**src/logic/rv_decode_pkg.sv**
```systemverilog
package rv_decode_pkg;

    localparam int PC_BITS = 16;
    localparam int XLEN    = 32;

    // pc is halfword aligned so bit 0 is never stored
    typedef logic [PC_BITS-1:1] pc_t;

    // major opcode, instruction bits 6:2
    typedef logic [4:0] opc_t;

    localparam opc_t OPC_LOAD   = 5'b00000;
    localparam opc_t OPC_OP_IMM = 5'b00100;
    localparam opc_t OPC_AUIPC  = 5'b00101;
    localparam opc_t OPC_STORE  = 5'b01000;
    localparam opc_t OPC_OP     = 5'b01100;
    localparam opc_t OPC_LUI    = 5'b01101;
    localparam opc_t OPC_BRANCH = 5'b11000;
    localparam opc_t OPC_JALR   = 5'b11001;
    localparam opc_t OPC_JAL    = 5'b11011;
    localparam opc_t OPC_SYSTEM = 5'b11100;

    // low two bits of every 32-bit encoding
    localparam logic [1:0] OPC_FULL = 2'b11;

    typedef struct packed {
        logic [6:0] funct7;
        logic [4:0] rs2;
        logic [4:0] rs1;
        logic [2:0] funct3;
        logic [4:0] rd;
        opc_t       opc;
        logic [1:0] det;
    } r_fmt_t;

    // funct12 doubles as the csr index for SYSTEM
    typedef struct packed {
        logic [11:0] funct12;
        logic [4:0]  rs1;
        logic [2:0]  funct3;
        logic [4:0]  rd;
        opc_t        opc;
        logic [1:0]  det;
    } i_fmt_t;

    typedef struct packed {
        logic [6:0] imm_hi;
        logic [4:0] rs2;
        logic [4:0] rs1;
        logic [2:0] funct3;
        logic [4:0] imm_lo;
        opc_t       opc;
        logic [1:0] det;
    } s_fmt_t;

    typedef struct packed {
        logic       imm_12;
        logic [5:0] imm_10_5;
        logic [4:0] rs2;
        logic [4:0] rs1;
        logic [2:0] funct3;
        logic [3:0] imm_4_1;
        logic       imm_11;
        opc_t       opc;
        logic [1:0] det;
    } b_fmt_t;

    typedef struct packed {
        logic [19:0] imm_31_12;
        logic [4:0]  rd;
        opc_t        opc;
        logic [1:0]  det;
    } u_fmt_t;

    typedef struct packed {
        logic       imm_20;
        logic [9:0] imm_10_1;
        logic       imm_11;
        logic [7:0] imm_19_12;
        logic [4:0] rd;
        opc_t       opc;
        logic [1:0] det;
    } j_fmt_t;

    typedef union packed {
        r_fmt_t r;
        i_fmt_t i;
        s_fmt_t s;
        b_fmt_t b;
        u_fmt_t u;
        j_fmt_t j;
    } instr_u;

    typedef struct packed {
        instr_u instr;
        pc_t    pc;
        pc_t    pc_next;
    } fetch_t;

    typedef struct packed {
        logic add_override;
        logic op2_inverse;
        logic sh_ar;
        logic group_mux;
        logic div_mux;
    } alu_ctrl_t;

    typedef struct packed {
        logic memory;
        logic pc_next;
        logic alu;
    } res_src_t;

    typedef struct packed {
        logic op1_src;
        logic op2_src;
        logic reg_write;
        logic inst_jal;
        logic inst_jalr;
        logic inst_branch;
        logic inst_store;
    } dec_ctrl_t;

    typedef struct packed {
        logic [11:0] idx;
        logic [4:0]  imm;
        logic        imm_sel;
        logic        write;
        logic        set;
        logic        clear;
        logic        read;
        logic        ebreak;
        logic        mret;
        logic        csr_req;
    } csr_ctrl_t;

    typedef struct packed {
        logic ecall;
        logic ebreak;
        logic mret;
        logic csr_req;
    } sys_info_t;

endpackage

```
**src/logic/rv_decode_reg.sv**
```systemverilog
`timescale 1ns/10ps

module rv_decode_reg
(
    input  logic                    clk,
    input  logic                    i_rst_n,
    input  logic                    i_stall,
    input  logic                    i_flush,
    input  logic                    i_valid,
    input  rv_decode_pkg::fetch_t   i_fetch,
    output rv_decode_pkg::instr_u   o_instr,
    output logic                    o_valid,
    output rv_decode_pkg::pc_t      o_pc,
    output rv_decode_pkg::pc_t      o_pc_next
);

    always_ff @(posedge clk or negedge i_rst_n)
    begin
        if (!i_rst_n)
        begin
            o_instr <= '0;
            o_valid <= 1'b0;
        end
        else if (i_flush)
        begin
            o_instr <= '0;
            o_valid <= 1'b0;
        end
        else if (!i_stall)
        begin
            o_instr <= i_fetch.instr;
            o_valid <= i_valid;
        end
    end

    // pc kept across a flush
    always_ff @(posedge clk)
    begin
        if (!i_flush && !i_stall)
        begin
            o_pc      <= i_fetch.pc;
            o_pc_next <= i_fetch.pc_next;
        end
    end

endmodule

```
**src/logic/rv_imm_gen.sv**
```systemverilog
`timescale 1ns/10ps

module rv_imm_gen
(
    input  rv_decode_pkg::instr_u           i_instr,
    output logic [rv_decode_pkg::XLEN-1:0]  o_imm
);

    rv_decode_pkg::opc_t            opc;
    logic [rv_decode_pkg::XLEN-1:0] imm_i;
    logic [rv_decode_pkg::XLEN-1:0] imm_s;
    logic [rv_decode_pkg::XLEN-1:0] imm_b;
    logic [rv_decode_pkg::XLEN-1:0] imm_u;
    logic [rv_decode_pkg::XLEN-1:0] imm_j;

    assign opc = i_instr.r.opc;

    assign imm_i = {{21{i_instr.i.funct12[11]}}, i_instr.i.funct12[10:0]};
    assign imm_s = {{21{i_instr.s.imm_hi[6]}}, i_instr.s.imm_hi[5:0], i_instr.s.imm_lo};
    assign imm_b = {{20{i_instr.b.imm_12}}, i_instr.b.imm_11, i_instr.b.imm_10_5,
                    i_instr.b.imm_4_1, 1'b0};
    assign imm_u = {i_instr.u.imm_31_12, 12'b0};
    assign imm_j = {{12{i_instr.j.imm_20}}, i_instr.j.imm_19_12, i_instr.j.imm_11,
                    i_instr.j.imm_10_1, 1'b0};

    // jalr stays on the I form
    assign o_imm = (opc == rv_decode_pkg::OPC_LUI ||
                    opc == rv_decode_pkg::OPC_AUIPC)            ? imm_u :
                   (opc[4:1] == rv_decode_pkg::OPC_JAL[4:1])    ? imm_j :
                   (opc == rv_decode_pkg::OPC_STORE)            ? imm_s :
                   (opc == rv_decode_pkg::OPC_BRANCH)           ? imm_b :
                                                                  imm_i;

endmodule

```
**src/logic/rv_ctrl_decode.sv**
```systemverilog
`timescale 1ns/10ps

module rv_ctrl_decode
(
    input  rv_decode_pkg::instr_u       i_instr,
    output logic [4:0]                  o_rs1,
    output rv_decode_pkg::alu_ctrl_t    o_alu_ctrl,
    output rv_decode_pkg::res_src_t     o_res_src,
    output rv_decode_pkg::dec_ctrl_t    o_ctrl
);

    rv_decode_pkg::opc_t opc;
    logic [2:0]          funct3;
    logic [6:0]          funct7;
    logic                full;
    logic                is_load, is_op_imm, is_auipc, is_store, is_op;
    logic                is_lui, is_branch, is_jalr, is_jal;
    logic                slt_form, force_inv, add_ovr;

    assign opc    = i_instr.r.opc;
    assign funct3 = i_instr.r.funct3;
    assign funct7 = i_instr.r.funct7;
    assign full   = (i_instr.r.det == rv_decode_pkg::OPC_FULL);

    assign is_load   = (opc == rv_decode_pkg::OPC_LOAD);
    assign is_op_imm = (opc == rv_decode_pkg::OPC_OP_IMM);
    assign is_auipc  = (opc == rv_decode_pkg::OPC_AUIPC);
    assign is_store  = (opc == rv_decode_pkg::OPC_STORE);
    assign is_op     = (opc == rv_decode_pkg::OPC_OP);
    assign is_lui    = (opc == rv_decode_pkg::OPC_LUI);
    assign is_branch = (opc == rv_decode_pkg::OPC_BRANCH);
    assign is_jalr   = (opc == rv_decode_pkg::OPC_JALR);
    assign is_jal    = (opc == rv_decode_pkg::OPC_JAL);

    // lui adds its immediate to x0
    assign o_rs1 = is_lui ? 5'd0 : i_instr.r.rs1;

    // slt/sltu compare by subtraction
    assign slt_form  = (funct3[2:1] == 2'b01);
    assign force_inv = is_branch | (is_op_imm & slt_form) | (is_op & slt_form & !funct7[0]);
    assign add_ovr   = is_load | is_store | is_auipc | is_lui | is_jal;

    assign o_alu_ctrl.add_override = add_ovr;
    assign o_alu_ctrl.op2_inverse  = force_inv             ? 1'b1 :
                                     (add_ovr | is_op_imm) ? 1'b0 :
                                                             funct7[5];
    assign o_alu_ctrl.sh_ar        = funct7[5];
    assign o_alu_ctrl.group_mux    = is_op & funct7[0];
    assign o_alu_ctrl.div_mux      = is_op & funct7[0] & funct3[2];

    assign o_res_src.memory  = full & is_load;
    assign o_res_src.pc_next = is_jal | is_jalr;
    assign o_res_src.alu     = !((full & is_load) | is_jal | is_jalr);

    assign o_ctrl.op1_src     = is_auipc | is_jal;
    assign o_ctrl.op2_src     = !(is_op | is_branch);
    assign o_ctrl.reg_write   = full & !(is_store | is_branch);
    assign o_ctrl.inst_jal    = full & is_jal;
    assign o_ctrl.inst_jalr   = full & is_jalr;
    assign o_ctrl.inst_branch = full & is_branch;
    assign o_ctrl.inst_store  = full & is_store;

endmodule

```
**src/logic/rv_sys_decode.sv**
```systemverilog
`timescale 1ns/10ps

module rv_sys_decode
(
    input  rv_decode_pkg::instr_u       i_instr,
    input  logic                        i_flush,
    output rv_decode_pkg::csr_ctrl_t    o_csr,
    output rv_decode_pkg::sys_info_t    o_sys
);

    logic [2:0] funct3;
    logic [6:0] funct7;
    logic [4:0] rs2;
    logic       is_sys, is_trap, csr_req;
    logic       ecall, ebreak, mret;

    assign funct3 = i_instr.r.funct3;
    assign funct7 = i_instr.r.funct7;
    assign rs2    = i_instr.r.rs2;

    assign is_sys = (i_instr.r.det == rv_decode_pkg::OPC_FULL) &&
                    (i_instr.r.opc == rv_decode_pkg::OPC_SYSTEM);

    // trap group is funct3 zero
    assign is_trap = is_sys & (funct3 == 3'b000);
    assign csr_req = is_sys & (funct3 != 3'b000);
    assign ecall   = is_trap & !funct7[3] & !rs2[0];
    assign ebreak  = is_trap & !funct7[3] & rs2[0];
    assign mret    = is_trap & funct7[4] & (rs2[2:1] == 2'b01);

    assign o_csr.idx     = i_instr.i.funct12;
    assign o_csr.imm     = i_instr.r.rs1;
    assign o_csr.imm_sel = funct3[2];
    // no csr side effect from a flushed slot
    assign o_csr.write   = is_sys & (funct3[1:0] == 2'b01) & !i_flush;
    assign o_csr.set     = is_sys & (funct3[1:0] == 2'b10) & !i_flush;
    assign o_csr.clear   = is_sys & (funct3[1:0] == 2'b11) & !i_flush;
    assign o_csr.read    = csr_req;
    assign o_csr.ebreak  = ebreak;
    assign o_csr.mret    = mret;
    assign o_csr.csr_req = csr_req;

    assign o_sys.ecall   = ecall;
    assign o_sys.ebreak  = ebreak;
    assign o_sys.mret    = mret;
    assign o_sys.csr_req = csr_req;

endmodule

```
**src/logic/rv_legal_check.sv**
```systemverilog
`timescale 1ns/10ps

module rv_legal_check
(
    input  rv_decode_pkg::instr_u       i_instr,
    input  logic                        i_valid,
    input  rv_decode_pkg::sys_info_t    i_sys,
    output logic                        o_inst_supported
);

    rv_decode_pkg::opc_t opc;
    logic [2:0]          funct3;
    logic [6:0]          funct7;
    logic                full;
    logic                plain_ok, op_imm_ok, op_base_ok, op_mul_ok, jalr_ok;

    assign opc    = i_instr.r.opc;
    assign funct3 = i_instr.r.funct3;
    assign funct7 = i_instr.r.funct7;
    assign full   = (i_instr.r.det == rv_decode_pkg::OPC_FULL);

    assign plain_ok = (opc == rv_decode_pkg::OPC_LOAD)  | (opc == rv_decode_pkg::OPC_STORE) |
                      (opc == rv_decode_pkg::OPC_LUI)   | (opc == rv_decode_pkg::OPC_AUIPC) |
                      (opc == rv_decode_pkg::OPC_JAL)   | (opc == rv_decode_pkg::OPC_BRANCH);

    // shifts only allow funct7 bit 5 (srai)
    assign op_imm_ok = (opc == rv_decode_pkg::OPC_OP_IMM) &
                       ((funct3 == 3'b001) ? (funct7 == 7'h00) :
                        (funct3 == 3'b101) ? ((funct7 & 7'h5f) == 7'h00) :
                                             1'b1);

    // sub and sra are the only funct7 0x20 forms
    assign op_base_ok = (opc == rv_decode_pkg::OPC_OP) &
                        ((funct7 == 7'h00) |
                         ((funct7 == 7'h20) & ((funct3 == 3'b000) | (funct3 == 3'b101))));
    assign op_mul_ok  = (opc == rv_decode_pkg::OPC_OP) & (funct7 == 7'h01);
    assign jalr_ok    = (opc == rv_decode_pkg::OPC_JALR) & (funct3 == 3'b000);

    assign o_inst_supported = !i_valid |
                              (full & (plain_ok | op_imm_ok | op_base_ok |
                                       op_mul_ok | jalr_ok)) |
                              i_sys.ecall | i_sys.ebreak | i_sys.mret | i_sys.csr_req;

endmodule

```
**src/logic/rv_decode_top.sv**
```systemverilog
`timescale 1ns/10ps

module rv_decode_top
(
    input  logic                        clk,
    input  logic                        i_rst_n,
    input  logic                        i_stall,
    input  logic                        i_flush,
    input  logic                        i_ready,
    input  logic [31:0]                 i_instruction,
    input  rv_decode_pkg::pc_t          i_pc,
    input  rv_decode_pkg::pc_t          i_pc_next,
    output rv_decode_pkg::pc_t          o_pc,
    output rv_decode_pkg::pc_t          o_pc_next,
    output logic [4:0]                  o_rs1,
    output logic [4:0]                  o_rs2,
    output logic [4:0]                  o_rd,
    output logic [2:0]                  o_funct3,
    output logic [31:0]                 o_imm,
    output rv_decode_pkg::alu_ctrl_t    o_alu_ctrl,
    output rv_decode_pkg::res_src_t     o_res_src,
    output rv_decode_pkg::dec_ctrl_t    o_ctrl,
    output rv_decode_pkg::csr_ctrl_t    o_csr,
    output logic                        o_inst_supported
);

    rv_decode_pkg::fetch_t    fetch;
    rv_decode_pkg::instr_u    instr;
    rv_decode_pkg::sys_info_t sys_info;
    logic                     valid;

    // bubble when fetch has nothing
    assign fetch.instr   = i_ready ? i_instruction : '0;
    assign fetch.pc      = i_pc;
    assign fetch.pc_next = i_pc_next;

    rv_decode_reg u_reg
    (
        .clk        (clk),
        .i_rst_n    (i_rst_n),
        .i_stall    (i_stall),
        .i_flush    (i_flush),
        .i_valid    (i_ready),
        .i_fetch    (fetch),
        .o_instr    (instr),
        .o_valid    (valid),
        .o_pc       (o_pc),
        .o_pc_next  (o_pc_next)
    );

    rv_imm_gen u_imm
    (
        .i_instr    (instr),
        .o_imm      (o_imm)
    );

    rv_ctrl_decode u_ctrl
    (
        .i_instr    (instr),
        .o_rs1      (o_rs1),
        .o_alu_ctrl (o_alu_ctrl),
        .o_res_src  (o_res_src),
        .o_ctrl     (o_ctrl)
    );

    rv_sys_decode u_sys
    (
        .i_instr    (instr),
        .i_flush    (i_flush),
        .o_csr      (o_csr),
        .o_sys      (sys_info)
    );

    rv_legal_check u_legal
    (
        .i_instr            (instr),
        .i_valid            (valid),
        .i_sys              (sys_info),
        .o_inst_supported   (o_inst_supported)
    );

    assign o_rs2    = instr.r.rs2;
    assign o_rd     = instr.r.rd;
    assign o_funct3 = instr.r.funct3;

endmodule

```
**config.mk**
```make
export PLATFORM = sky130hd
export DESIGN_NAME = rv_decode_top
export DESIGN_NICKNAME = d
export VERILOG_FILES = /design/src/logic/rv_decode_pkg.sv /design/src/logic/rv_decode_reg.sv /design/src/logic/rv_imm_gen.sv /design/src/logic/rv_ctrl_decode.sv /design/src/logic/rv_sys_decode.sv /design/src/logic/rv_legal_check.sv /design/src/logic/rv_decode_top.sv
export SDC_FILE = /design/constraint.sdc
export NUM_CORES = 1
export LEC_CHECK = 0
export BUFFER_PORTS_ARGS = -buffer_cell sky130_fd_sc_hd__buf_2
export CORE_MARGIN = 2
export CORE_UTILIZATION = 41
export CTS_BUF_LIST = sky130_fd_sc_hd__clkbuf_2 sky130_fd_sc_hd__clkbuf_4 sky130_fd_sc_hd__clkbuf_8
export DETAILED_ROUTE_END_ITERATION = 6
export GPL_TIMING_DRIVEN = 0
export MAX_ROUTING_LAYER = met4
export PLACE_DENSITY_LB_ADDON = 0.3
export RECOVER_POWER = 100
export SETUP_SLACK_MARGIN = 0.05
export SLEW_MARGIN = 20
export SYNTH_ARGS = -nofsm -noshare
export SYNTH_HDL_FRONTEND = slang
export SYNTH_SLANG_ARGS = --single-unit
```
**constraint.sdc**
```tcl
create_clock -name clk -period 1.74 [get_ports clk]
set_clock_uncertainty 0.05 [all_clocks]
set_input_delay 0.348 -clock clk [delete_from_list [all_inputs] [get_ports clk]]
set_output_delay 0.348 -clock clk [all_outputs]
set_load 0.02 [all_outputs]
```
==> results by group, run 1 <==
Synth
  – Synth Area in XOR/XNOR: 0.536%
  – Post-synthesis compound-gate area fraction: 14.8%
  – Cell count after synthesis: 290
  – Mapped cell area: 3270 um2
  – Sequential element share of the synthesized area: 52.9%
  – Syn_nets: 357
  – Top_reg_cell synth: dfrtp_1
  – Number of synthesized flops with an enable pin: 30
  – Fraction of the mapped netlist area in simple logic gates: 17.3%
  – Yosys warnings: 0
  – Synthesized flop and latch total: 63
  – Avg Inst Size Synth: 11.3 um2
  – Post-synthesis cell type count: 50
  – Largest family of logic cells by synthesized area: simple AND/OR/NAND/NOR gates
  – Post-Synth Adder-Cell Area: 0%
  – Async SR Flop Fraction: 52.4%
  – Post-synthesis mux area share: 1.23%

Finish
  – Area Growth Syn to Fin: 74.1%
  – Commonest non-fill, non-tap cell in the layout: buf_2
  – Non-Filler Instances: 641
  – Ratio of cells with drive above 1 in the final layout: 59.7%
  – Most frequent cells in the layout: buf_2, buf_6, clkbuf_1, buf_4
  – Nets: 600

Clocking
  – CTS tree: yes
  – Clock Latency Late Sink: 0.35 ns
  – H-tree Lvls: 3
  – CTS root buf: clkbuf_8
  – CTS Buf Count: 9
  – CTS clk-pin slew, worst paths: 0.08 ns
  – Hold-fix buffers, CTS: 0
  – TritonCTS Sinks: 63
  – Longest Clk Path Bufs: 2

Timing
  – Fmax: 0.403 GHz
  – Worst slew pin tran: 0.872 ns
  – Setup violators final: 58
  – Crit path time final: 2.48 ns
  – Final number of hold-violating endpoints: 0
  – Final setup margin: -0.742 ns
  – Fin crit share: 143%
  – Final Max Tran Viols: 0
  – Unrepaired setup endpoints after global routing: yes
  – Slew margin rel.: 41.9%

Hold path
  – Min-delay worst type: in -> async

Critical path
  – Buf/Inv on CP: 1
  – Crit-path slowest cell: dfrtp_1
  – Setup CP Type: reg -> out
  – CP startpoint: u_reg.o_instr[31]
  – Crit. End Element: output port
  – CP Launch Type: flip-flop
  – WP data required: 1.34 ns
  – Crit path arrival time: 2.08 ns
  – Top delay family on crit path: compound AO/OA/AOI/OAI gates
  – R2r startpoint: u_reg.o_instr[3]
  – Critical path, cell by cell: nor3_1, a21oi_1, o221a_1, o211ai_1, buf_4
  – Crit Path Max Fanout: 6
  – Max incr delay on CP: 0.50 ns

Job
  – Total of max-cap violations: 0

Detailed routing
  – Average routed wire per standard cell: 18.6 um
  – Total Wirelength: 11900 um
  – Vias per cell: 5.16
  – Residual DRC: 0
  – Total number of vias: 3306
  – Iter 0 DRT Violations: 235
  – Post-route ant nets: 0
  – DRT Pass-1 Iters: 4

Floorplan
  – Full die area: 8690 um2
  – # IOs: 188
  – Chip Width: 93.2 um
  – CORE AREA: 7730 um2
  – Die Y: 93.2 um
  – Starting Density: 42.3%
  – Rows: 32

GRT
  – First-pass GRT wire length: 16200 um
  – Initial antenna violation count: 1
  – GRT overflow: 0
  – Total Routing Usage GR: 25.4%
  – Largest net degree at the start of global routing: 34
  – Vias in the first global route: 3129

Power
  – Leak Pwr: 2.75 nW
  – Power density over cell area: 639 nW/um2
  – Peak VDD IR: 0.000529 V
  – PnR Total Power: 0.00363 W

Placed design
  – Routability cong.: 0.834
  – Hpwl dp: 7270 um
  – Placed cell count: 579
  – Port bufs: 187
  – Post-Place Setup Slack: -0.622 ns

Run status
  – Violated checks: negative setup slack
  – Status: finished with violations
[kinds of logic after synthesis]
group / after synthesis
AO/OA/AOI/OAI: 60
multiplexers: 4
XOR/XNOR: 2
flip-flops: 63
buffers and inverters: 65
AND/OR/NAND/NOR: 96
[flip-flops by register name, indices dropped and copies added (netlist names)]
| name | cells |
|---|---|
| u_reg.o_pc_next | 15 |
| u_reg.o_pc | 15 |
| u_reg.o_valid | 1 |
| u_reg.o_instr | 32 |
[area by class of cell]
type / count / area, um2
Inverter: 3 / 11.3
Clock inverter: 7 / 56.3
Fill cell: 562 / 2040
Tap cell: 102 / 128
Timing Repair Buffer: 234 / 1720
Sequential cell: 63 / 1730
Antenna cell: 1 / 2.50
Clock buffer: 9 / 124
Multi-Input combinational cell: 163 / 1480
Buffer: 59 / 443
[worst paths after layout]
check | to | slack [ns] | depth (start not counted)
worst max-delay path | o_inst_supported | -0.74 | 5
worst min-delay path | u_reg.o_instr[30] | 0.04 | 1
worst max register to register | u_reg.o_instr[3] | 0.56 | 3
worst min register to register | u_reg.o_valid | 0.49 | 1
max in group asynchronous | u_reg.o_instr[2] | 1.02 | 1
min in group clk | u_reg.o_pc_next[6] | 0.12 | 1
[Yosys cell counts (7+ instances only)]
master | instances | share of area (%)
and2_1 | 9 | 1.7
nand2_1 | 29 | 3.3
buf_2 | 12 | 1.8
nor3_1 | 8 | 1.2
a22o_1 | 31 | 8.3
dfrtp_1 | 33 | 25
buf_4 | 39 | 9.0
nor2_1 | 10 | 1.1
edfxtp_1 | 30 | 28
nor2b_1 | 8 | 1.5
a21o_1 | 11 | 2.5
clkbuf_1 | 7 | 0.80
[per-stage QoR]
stage	hold slack [ns]	setup TNS [ns]	util (%)	area, um2
2_1_floorplan	0.00241	-1.31	-	3390
3_3_place_gp	0.401	-24.57	57.7	4460
3_5_place_dp	0.404	-27.57	57.7	4460
4_1_cts	0.0210	-26.44	67.2	5190
5_1_grt	0.106	-34.74	73.6	5690
6_report	0.0355	-31.13	73.6	5690
[layer usage]
layer  GRT usage [%]  wire length, um
met5               -                0
met4            12.0              318
met3            3.79              669
met2            42.3             6380
met1            30.3             4540
[power by group]
| group | leakage, nW | internal [W] | switching, W |
|---|---|---|---|
| Clock | 0.0906 | 0.000533 | 0.000653 |
| Combinational | 1.94 | 0.000334 | 0.000416 |
| Sequential | 0.728 | 0.00164 | 0.0000535 |
[what timing repair did]
item                                    CTS  global route
pin swaps                                14            21
buffers inserted                         23            20
gates resized for setup                  97           130
gates cloned                              5             1
endpoints found under the setup margin   88            58
Power figures use the tool's default switching activity.
==> inputs of run 2 (changes only) <==
--- a/config.mk
+++ b/config.mk
@@ -5,6 +5,7 @@
 export SDC_FILE = /design/constraint.sdc
 export NUM_CORES = 1
 export LEC_CHECK = 0
+export ABC_AREA = 1
 export BUFFER_PORTS_ARGS = -buffer_cell sky130_fd_sc_hd__buf_2
 export CORE_MARGIN = 2
 export CORE_UTILIZATION = 41
@@ -15,6 +16,7 @@
 export PLACE_DENSITY_LB_ADDON = 0.3
 export RECOVER_POWER = 100
 export SETUP_SLACK_MARGIN = 0.05
+export SKIP_CTS_REPAIR_TIMING = 1
 export SLEW_MARGIN = 20
 export SYNTH_ARGS = -nofsm -noshare
 export SYNTH_HDL_FRONTEND = slang
==> run 2 against run 1 <==
Net effect:
- final cell count up 5.8%
- register-to-register slack better by 0.17 ns
- the flow still finishes with violations (negative setup slack)
- largest cell class is now flip-flops and latches
- area after synthesis down 2.3%
- core utilization down 5.2 points
- largest power group unchanged
- non-clock buffer count down 35
- highest routed layer unchanged
==> results by group, run 2 <==
Timing
  – Crit path time final: 2.26 ns
  – Slew margin rel.: 42.3%
  – Worst slew pin tran: 0.866 ns
  – Final number of hold-violating endpoints: 0
  – Final Max Tran Viols: 0
  – Setup violators final: 58
  – Final setup margin: -0.518 ns
  – Unrepaired setup endpoints after global routing: yes
  – Fin crit share: 130%
  – Fmax: 0.443 GHz
  – Total negative slack: -21.02 ns
  – WHS: 0.0526 ns

Floorplan
  – CORE AREA: 7650 um2
  – Starting Density: 41.7%
  – Rows: 32
  – Full die area: 8500 um2
  – # IOs: 188
  – Die Y: 92.2 um
  – Chip Width: 92.2 um

Finish
  – Area Growth Syn to Fin: 64.1%
  – Most flop-heavy register: u_reg.o_instr
  – Register area: 1730 um2
  – Ratio of cells with drive above 1 in the final layout: 49.3%
  – # diodes: 0
  – Fill cell count: 617
  – Multi-input gate area: 1300 um2
  – Commonest non-fill, non-tap cell in the layout: buf_2
  – Final core utilization: 68.4%
  – Biggest regs: u_reg.o_instr (32), u_reg.o_pc (15), u_reg.o_pc_next (15)
  – Nets: 638
  – Most frequent cells in the layout: buf_2, clkbuf_1, buf_4, nand3_1, buf_6
  – Max reg flops: 32
  – Non-Filler Instances: 678
  – Design Area, Final: 5230 um2

Power
  – Peak VDD IR: 0.000610 V
  – Comb pwr share: 19.8%
  – Part of the power in registers: 45.9%
  – Clk network pwr share: 34.4%
  – Power density over cell area: 705 nW/um2
  – Switch share: 29.7%
  – Leak Pwr: 2.43 nW
  – Int Pwr: 0.00259 W
  – Sw Pwr: 0.00110 W

Detailed routing
  – Total Wirelength: 11200 um
  – Average routed wire per standard cell: 16.5 um
  – Total number of vias: 3419
  – DRT Pass-1 Iters: 5
  – Post-route ant nets: 0
  – Residual DRC: 0
  – Iter 0 DRT Violations: 252
  – Vias per cell: 5.04

Run status
  – Status: finished with violations
  – Violated checks: negative setup slack

Clocking
  – H-tree Lvls: 3
  – CTS tree: yes
  – TritonCTS Sinks: 63
  – Longest Clk Path Bufs: 2
  – CTS root buf: clkbuf_8
  – CTS clk-pin slew, worst paths: 0.08 ns
  – CTS Buf Count: 9
  – Clock Latency Late Sink: 0.33 ns

GRT
  – Total Routing Usage GR: 23.4%
  – Initial antenna violation count: 0
  – GRT overflow: 0
  – Largest net degree at the start of global routing: 40
  – First-pass GRT wire length: 15100 um
  – Vias in the first global route: 3057

Critical path
  – Crit path arrival time: 1.86 ns
  – Register-to-Register Path Depth: 2
  – Max incr delay on CP: 0.44 ns
  – FF-to-FF setup slack: 0.73 ns
  – Crit. End Element: output port
  – Reg2reg end: u_reg.o_instr[30]
  – WP data required: 1.34 ns
  – Critical path, cell by cell: inv_2, nor2_4, nand3_4, buf_8, clkinv_8, nor2_4, nand2_4, o21ai_1, buf_2
  – Setup CP Type: reg -> out
  – R2r startpoint: u_reg.o_instr[30]
  – Crit Path Max Fanout: 8
  – Crit-path slowest cell: dfrtp_2
  – Most used cell, CP: nor2_4
  – CP Launch Type: flip-flop

Synth
  – Post-synthesis mux area share: 0%
  – Synth Area in XOR/XNOR: 0%
  – Post-synthesis cell type count: 27
  – Synth cell count leaders: nand3_1, o21ai_0, buf_4
  – Async SR Flop Fraction: 52.4%
  – Most common cell in the synthesized netlist: nand3_1
  – Post-Synth Adder-Cell Area: 0%
  – Largest area contributor in the netlist: edfxtp_1
  – Yosys top cell area share: 28.2%
  – Fraction of the mapped netlist area in simple logic gates: 20.5%
  – Top_reg_cell synth: dfrtp_1
  – Largest family of logic cells by synthesized area: simple AND/OR/NAND/NOR gates
  – Synthesized flop and latch total: 63
  – Mapped cell area: 3190 um2
  – Post-synthesis compound-gate area fraction: 9.38%
  – Synth area leaders: edfxtp_1, dfrtp_1, buf_4, nand3_1, o21ai_0
  – Yosys warnings: 0
  – Avg Inst Size Synth: 9.03 um2
  – Cell count after synthesis: 353
  – Syn_nets: 420
  – Sequential element share of the synthesized area: 54.1%
  – Number of synthesized flops with an enable pin: 30

Job
  – Total of max-cap violations: 0

Placed design
  – Routability cong.: 0.880
  – Placed cell count: 640
  – Port bufs: 185
  – Hpwl dp: 7510 um
  – Post-place instance area: 4250 um2

Hold path
  – Min-delay worst type: in -> async
run 2: cell types whose count changed in the layout (fill, tap and decap cells not counted), moves of 9 or more:
cell,before,now
nand3_1,1,51
o21ai_0,1,25
a22o_1,31,0
nor2_4,3,12
nor2_1,4,18
a21o_1,10,0
buf_6,75,35
inv_1,3,28
o21ai_2,1,14
clkbuf_4,11,2
nand2_1,8,31
run 2: power groups by stage:
stage          Clock (W)  Sequential, W  Combinational (W)
6_report         0.00127        0.00169           0.000728
5_1_grt          0.00133        0.00170           0.000778
4_1_cts          0.00128        0.00169           0.000610
3_5_place_dp           0        0.00172           0.000609
3_3_place_gp           0        0.00171           0.000600
2_1_floorplan          0        0.00177           0.000298
run 2: worst max-delay path by stage:
stage / cells past startpoint / slack [ns] / to / from
floorplan: 5 / -0.1 / o_csr[4] / u_reg.o_instr[3]
global placement: 8 / -0.19 / o_alu_ctrl[3] / u_reg.o_instr[3]
detailed placement: 8 / -0.20 / o_imm[13] / u_reg.o_instr[2]
CTS: 8 / -0.57 / o_imm[13] / u_reg.o_instr[2]
global route: 10 / -0.59 / o_inst_supported / u_reg.o_instr[25]
finish: 9 / -0.52 / o_imm[16] / u_reg.o_instr[2]
run 2: kinds of logic (layout without fill, tap and decap cells):
family	after synthesis	after routing
AO/OA/AOI/OAI	58	58
buffers and inverters	91	314
flip-flops	63	63
AND/OR/NAND/NOR	141	141
run 2: layer usage:
metal | global-route usage [%] | wire, um | vias to the layer above
met5 | - | 0 | -
met4 | 9.20 | 283 | 0
met3 | 3.45 | 690 | 27
met2 | 38.5 | 5760 | 167
met1 | 29.3 | 4450 | 1646
li1 | - | - | 1579
run 2: final cells by class:
type	instances	area share [%]
flip-flops and latches	63	33.1
repair buffers	208	25.8
multi-input cells	199	24.8
inverters	40	3.25
clock inverters	7	1.39
well taps	102	2.44
plain buffers	50	6.86
clock buffers	9	2.37
run 2: critical path, delay by kind of cell, from the launching register on:
| family | cells | cell delay [ns] |
|---|---|---|
| buffers and inverters | 4 | 0.50 |
| DFF | 1 | 0.44 |
| AOI/OAI and AO/OA | 1 | 0.12 |
| and+or+nand+nor | 4 | 0.47 |
run 2: through the flow:
stage | worst slack (ns) | power (W)
2_1_floorplan | -0.0961 | 0.00207
3_3_place_gp | -0.188 | 0.00231
3_5_place_dp | -0.202 | 0.00233
4_1_cts | -0.571 | 0.00357
5_1_grt | -0.591 | 0.00381
6_report | -0.518 | 0.00369
==> inputs of run 3 (changes only) <==
--- a/config.mk
+++ b/config.mk
@@ -8,7 +8,7 @@
 export ABC_AREA = 1
 export BUFFER_PORTS_ARGS = -buffer_cell sky130_fd_sc_hd__buf_2
 export CORE_MARGIN = 2
-export CORE_UTILIZATION = 41
+export CORE_UTILIZATION = 43
 export CTS_BUF_LIST = sky130_fd_sc_hd__clkbuf_2 sky130_fd_sc_hd__clkbuf_4 sky130_fd_sc_hd__clkbuf_8
 export DETAILED_ROUTE_END_ITERATION = 6
 export GPL_TIMING_DRIVEN = 0
@@ -20,4 +20,5 @@
 export SLEW_MARGIN = 20
 export SYNTH_ARGS = -nofsm -noshare
 export SYNTH_HDL_FRONTEND = slang
+export SYNTH_HIERARCHICAL = 1
 export SYNTH_SLANG_ARGS = --single-unit
==> run 3 against run 2 <==
Net effect:
- the flow still finishes with violations (negative setup slack)
- register-to-register slack worse by 0.12 ns
- sequential share of layout area down 4.3 points
- sequential power about the same
- worst hold slack better by 0.024 ns
- global-route usage down 0.56 points
- clock power down 13%
- area after synthesis up 22%
- critical path type unchanged
- critical endpoint is now o_inst_supported
- largest cell class is now non-clock buffers
==> results by group, run 3 <==
Run status
  – Status: finished with violations
  – Violated checks: negative setup slack

Clocking
  – Clock Latency Late Sink: 0.33 ns
  – H-tree Lvls: 3
  – CTS clk-pin slew, worst paths: 0.07 ns
  – CTS tree: yes
  – CTS root buf: clkbuf_8
  – TritonCTS Sinks: 63
  – Longest Clk Path Bufs: 2
  – CTS Buf Count: 9

Finish
  – Ratio of cells with drive above 1 in the final layout: 47.4%
  – # diodes: 0
  – Most flop-heavy register: u_reg/o_instr
  – Nets: 805
  – Most frequent cells in the layout: nand2_1, buf_2, buf_4, inv_1, buf_6
  – Max reg flops: 32
  – Area Growth Syn to Fin: 55.6%
  – Fill cell count: 713
  – Commonest non-fill, non-tap cell in the layout: nand2_1
  – Design Area, Final: 6030 um2
  – Biggest regs: u_reg/o_instr (32), u_reg/o_pc (15), u_reg/o_pc_next (15)

Critical path
  – Setup CP Type: reg -> out
  – Crit. End Element: output port
  – Crit Path Max Fanout: 6
  – Register-to-Register Path Depth: 5
  – FF-to-FF setup slack: 0.61 ns
  – Reg2reg end: u_reg/o_instr[5]
  – Crit path arrival time: 1.79 ns
  – R2r startpoint: u_reg/o_instr[5]
  – CP Launch Type: flip-flop
  – WP data required: 1.34 ns

Detailed routing
  – Total Wirelength: 13200 um
  – Residual DRC: 0
  – Iter 0 DRT Violations: 287
  – DRT Pass-1 Iters: 6
  – Average routed wire per standard cell: 15.6 um
  – Total number of vias: 4134
  – Vias per cell: 4.86
  – Post-route ant nets: 0

Timing
  – Setup violators final: 87
  – Fmax: 0.458 GHz
  – Final number of hold-violating endpoints: 0
  – Unrepaired setup endpoints after global routing: yes
  – Total negative slack: -17.20 ns
  – Slew margin rel.: 39.0%
  – Crit path time final: 2.19 ns
  – Worst slew pin tran: 0.916 ns
  – Fin crit share: 126%
  – Final Max Tran Viols: 0
  – Final setup margin: -0.446 ns

GRT
  – Top Usage Layer GRT: met2
  – Total Routing Usage GR: 22.9%
  – First-pass GRT wire length: 17100 um
  – Met3 usage: 3.76%
  – Vias in the first global route: 3438
  – Met1 Usage GRT: 30.0%
  – GRT overflow: 0
  – Largest net degree at the start of global routing: 40
  – Met2 GRT Util: 36.4%
  – Initial antenna violation count: 0

Job
  – Total of max-cap violations: 0

Hold path
  – Min-delay worst type: in -> async

Synth
  – Async SR Flop Fraction: 52.4%
  – Sequential element share of the synthesized area: 44.5%
  – Synthesized flop and latch total: 63
  – Cell count after synthesis: 494
  – Yosys top cell area share: 23.2%
  – Yosys warnings: 6
  – Synth area leaders: edfxtp_1, dfrtp_1, nand2_1, inv_1, buf_4
  – Top_reg_cell synth: dfrtp_1
  – Mapped cell area: 3880 um2
  – Avg Inst Size Synth: 7.85 um2
  – Largest area contributor in the netlist: edfxtp_1
  – Syn_nets: 561
  – Synth cell count leaders: nand2_1, inv_1, nor2_1
  – Post-synthesis cell type count: 28
  – Number of synthesized flops with an enable pin: 30
  – Most common cell in the synthesized netlist: nand2_1

Power
  – Leak Pwr: 3.18 nW
  – Peak VDD IR: 0.000403 V
  – Power density over cell area: 606 nW/um2

Floorplan
  – Rows: 34
  – Die Y: 98.9 um
  – CORE AREA: 8720 um2
  – Starting Density: 44.4%
  – # IOs: 188
  – Full die area: 9790 um2
  – Chip Width: 98.9 um

Placed design
  – Port bufs: 186
  – Post-place instance area: 4980 um2
  – Routability cong.: 0.867
  – Hpwl dp: 8680 um
run 3: cell types whose count changed after synthesis, sizes merged, moves of 6 or more:
cell	previous run	this run
nand2	39	169
inv	39	78
o21ai	50	13
nor2	38	62
nand3	56	47
clkbuf	6	0
run 3: kinds of logic after synthesis:
group,share of synthesized area (%)
compound gates,3.42
buf+inv,17.3
flops,44.5
simple gates,34.8
run 3: through the flow:
step / setup WS (ns) / std cells / total power (W) / hold WS, ns / util, %
after global placement: -0.162 / 788 / 0.00242 / 0.401 / 57.1
after global routing: -0.527 / 851 / 0.00381 / 0.114 / 69.2
final: -0.446 / 851 / 0.00366 / 0.0762 / 69.2
after detailed placement: -0.204 / 788 / 0.00244 / 0.406 / 57.1
after floorplan: -0.0327 / 494 / 0.00216 / 0.00241 / -
after CTS: -0.579 / 804 / 0.00353 / 0.0451 / 59.1
run 3: how the worst max path moves through the flow:
stage,depth (start not counted),end,slack [ns],startpoint
2_1_floorplan,4,o_res_src[0],-0.03,u_reg/o_instr[6]
3_5_place_dp,10,o_inst_supported,-0.20,u_reg/o_instr[6]
3_3_place_gp,10,o_inst_supported,-0.16,u_reg/o_instr[6]
4_1_cts,10,o_inst_supported,-0.58,u_reg/o_instr[6]
5_1_grt,12,o_inst_supported,-0.53,u_reg/o_instr[4]
6_report,10,o_inst_supported,-0.45,u_reg/o_instr[4]
run 3: worst max-delay path: stages, from the launching register on:
cell	delay [ns]
dfrtp_2	0.46
nand2_1	0.09
inv_1	0.05
nand2_2	0.07
nor2_4	0.05
nand2_1	0.07
nor2_2	0.05
buf_4	0.13
nor4_4	0.25
nand2_1	0.10
buf_6	0.14
run 3: layer usage:
metal | vias up | share of wire, %
met4 | 0 | 1.8
met1 | 1913 | 40
met2 | 213 | 51
met5 | - | 0
li1 | 1979 | -
met3 | 29 | 7.1
run 3: final cells by class:
class,count,area [um2],share of cell area [%]
tap,108,135,2.24
clock inverter,6,37.5,0.622
timing repair buffer,234,1570,26.0
sequential,63,1740,28.8
buffer,44,365,6.06
inverter,78,303,5.02
multi-input combinational,308,1750,29.1
clock buffer,10,131,2.18
run 3: power breakdown:
| part | internal (W) | switching [W] | leakage [nW] |
|---|---|---|---|
| Combinational | 0.000331 | 0.000499 | 2.39 |
| Sequential | 0.00165 | 0.0000708 | 0.716 |
| Clock | 0.000525 | 0.000586 | 0.0831 |
| Total | 0.00250 | 0.00116 | 3.18 |
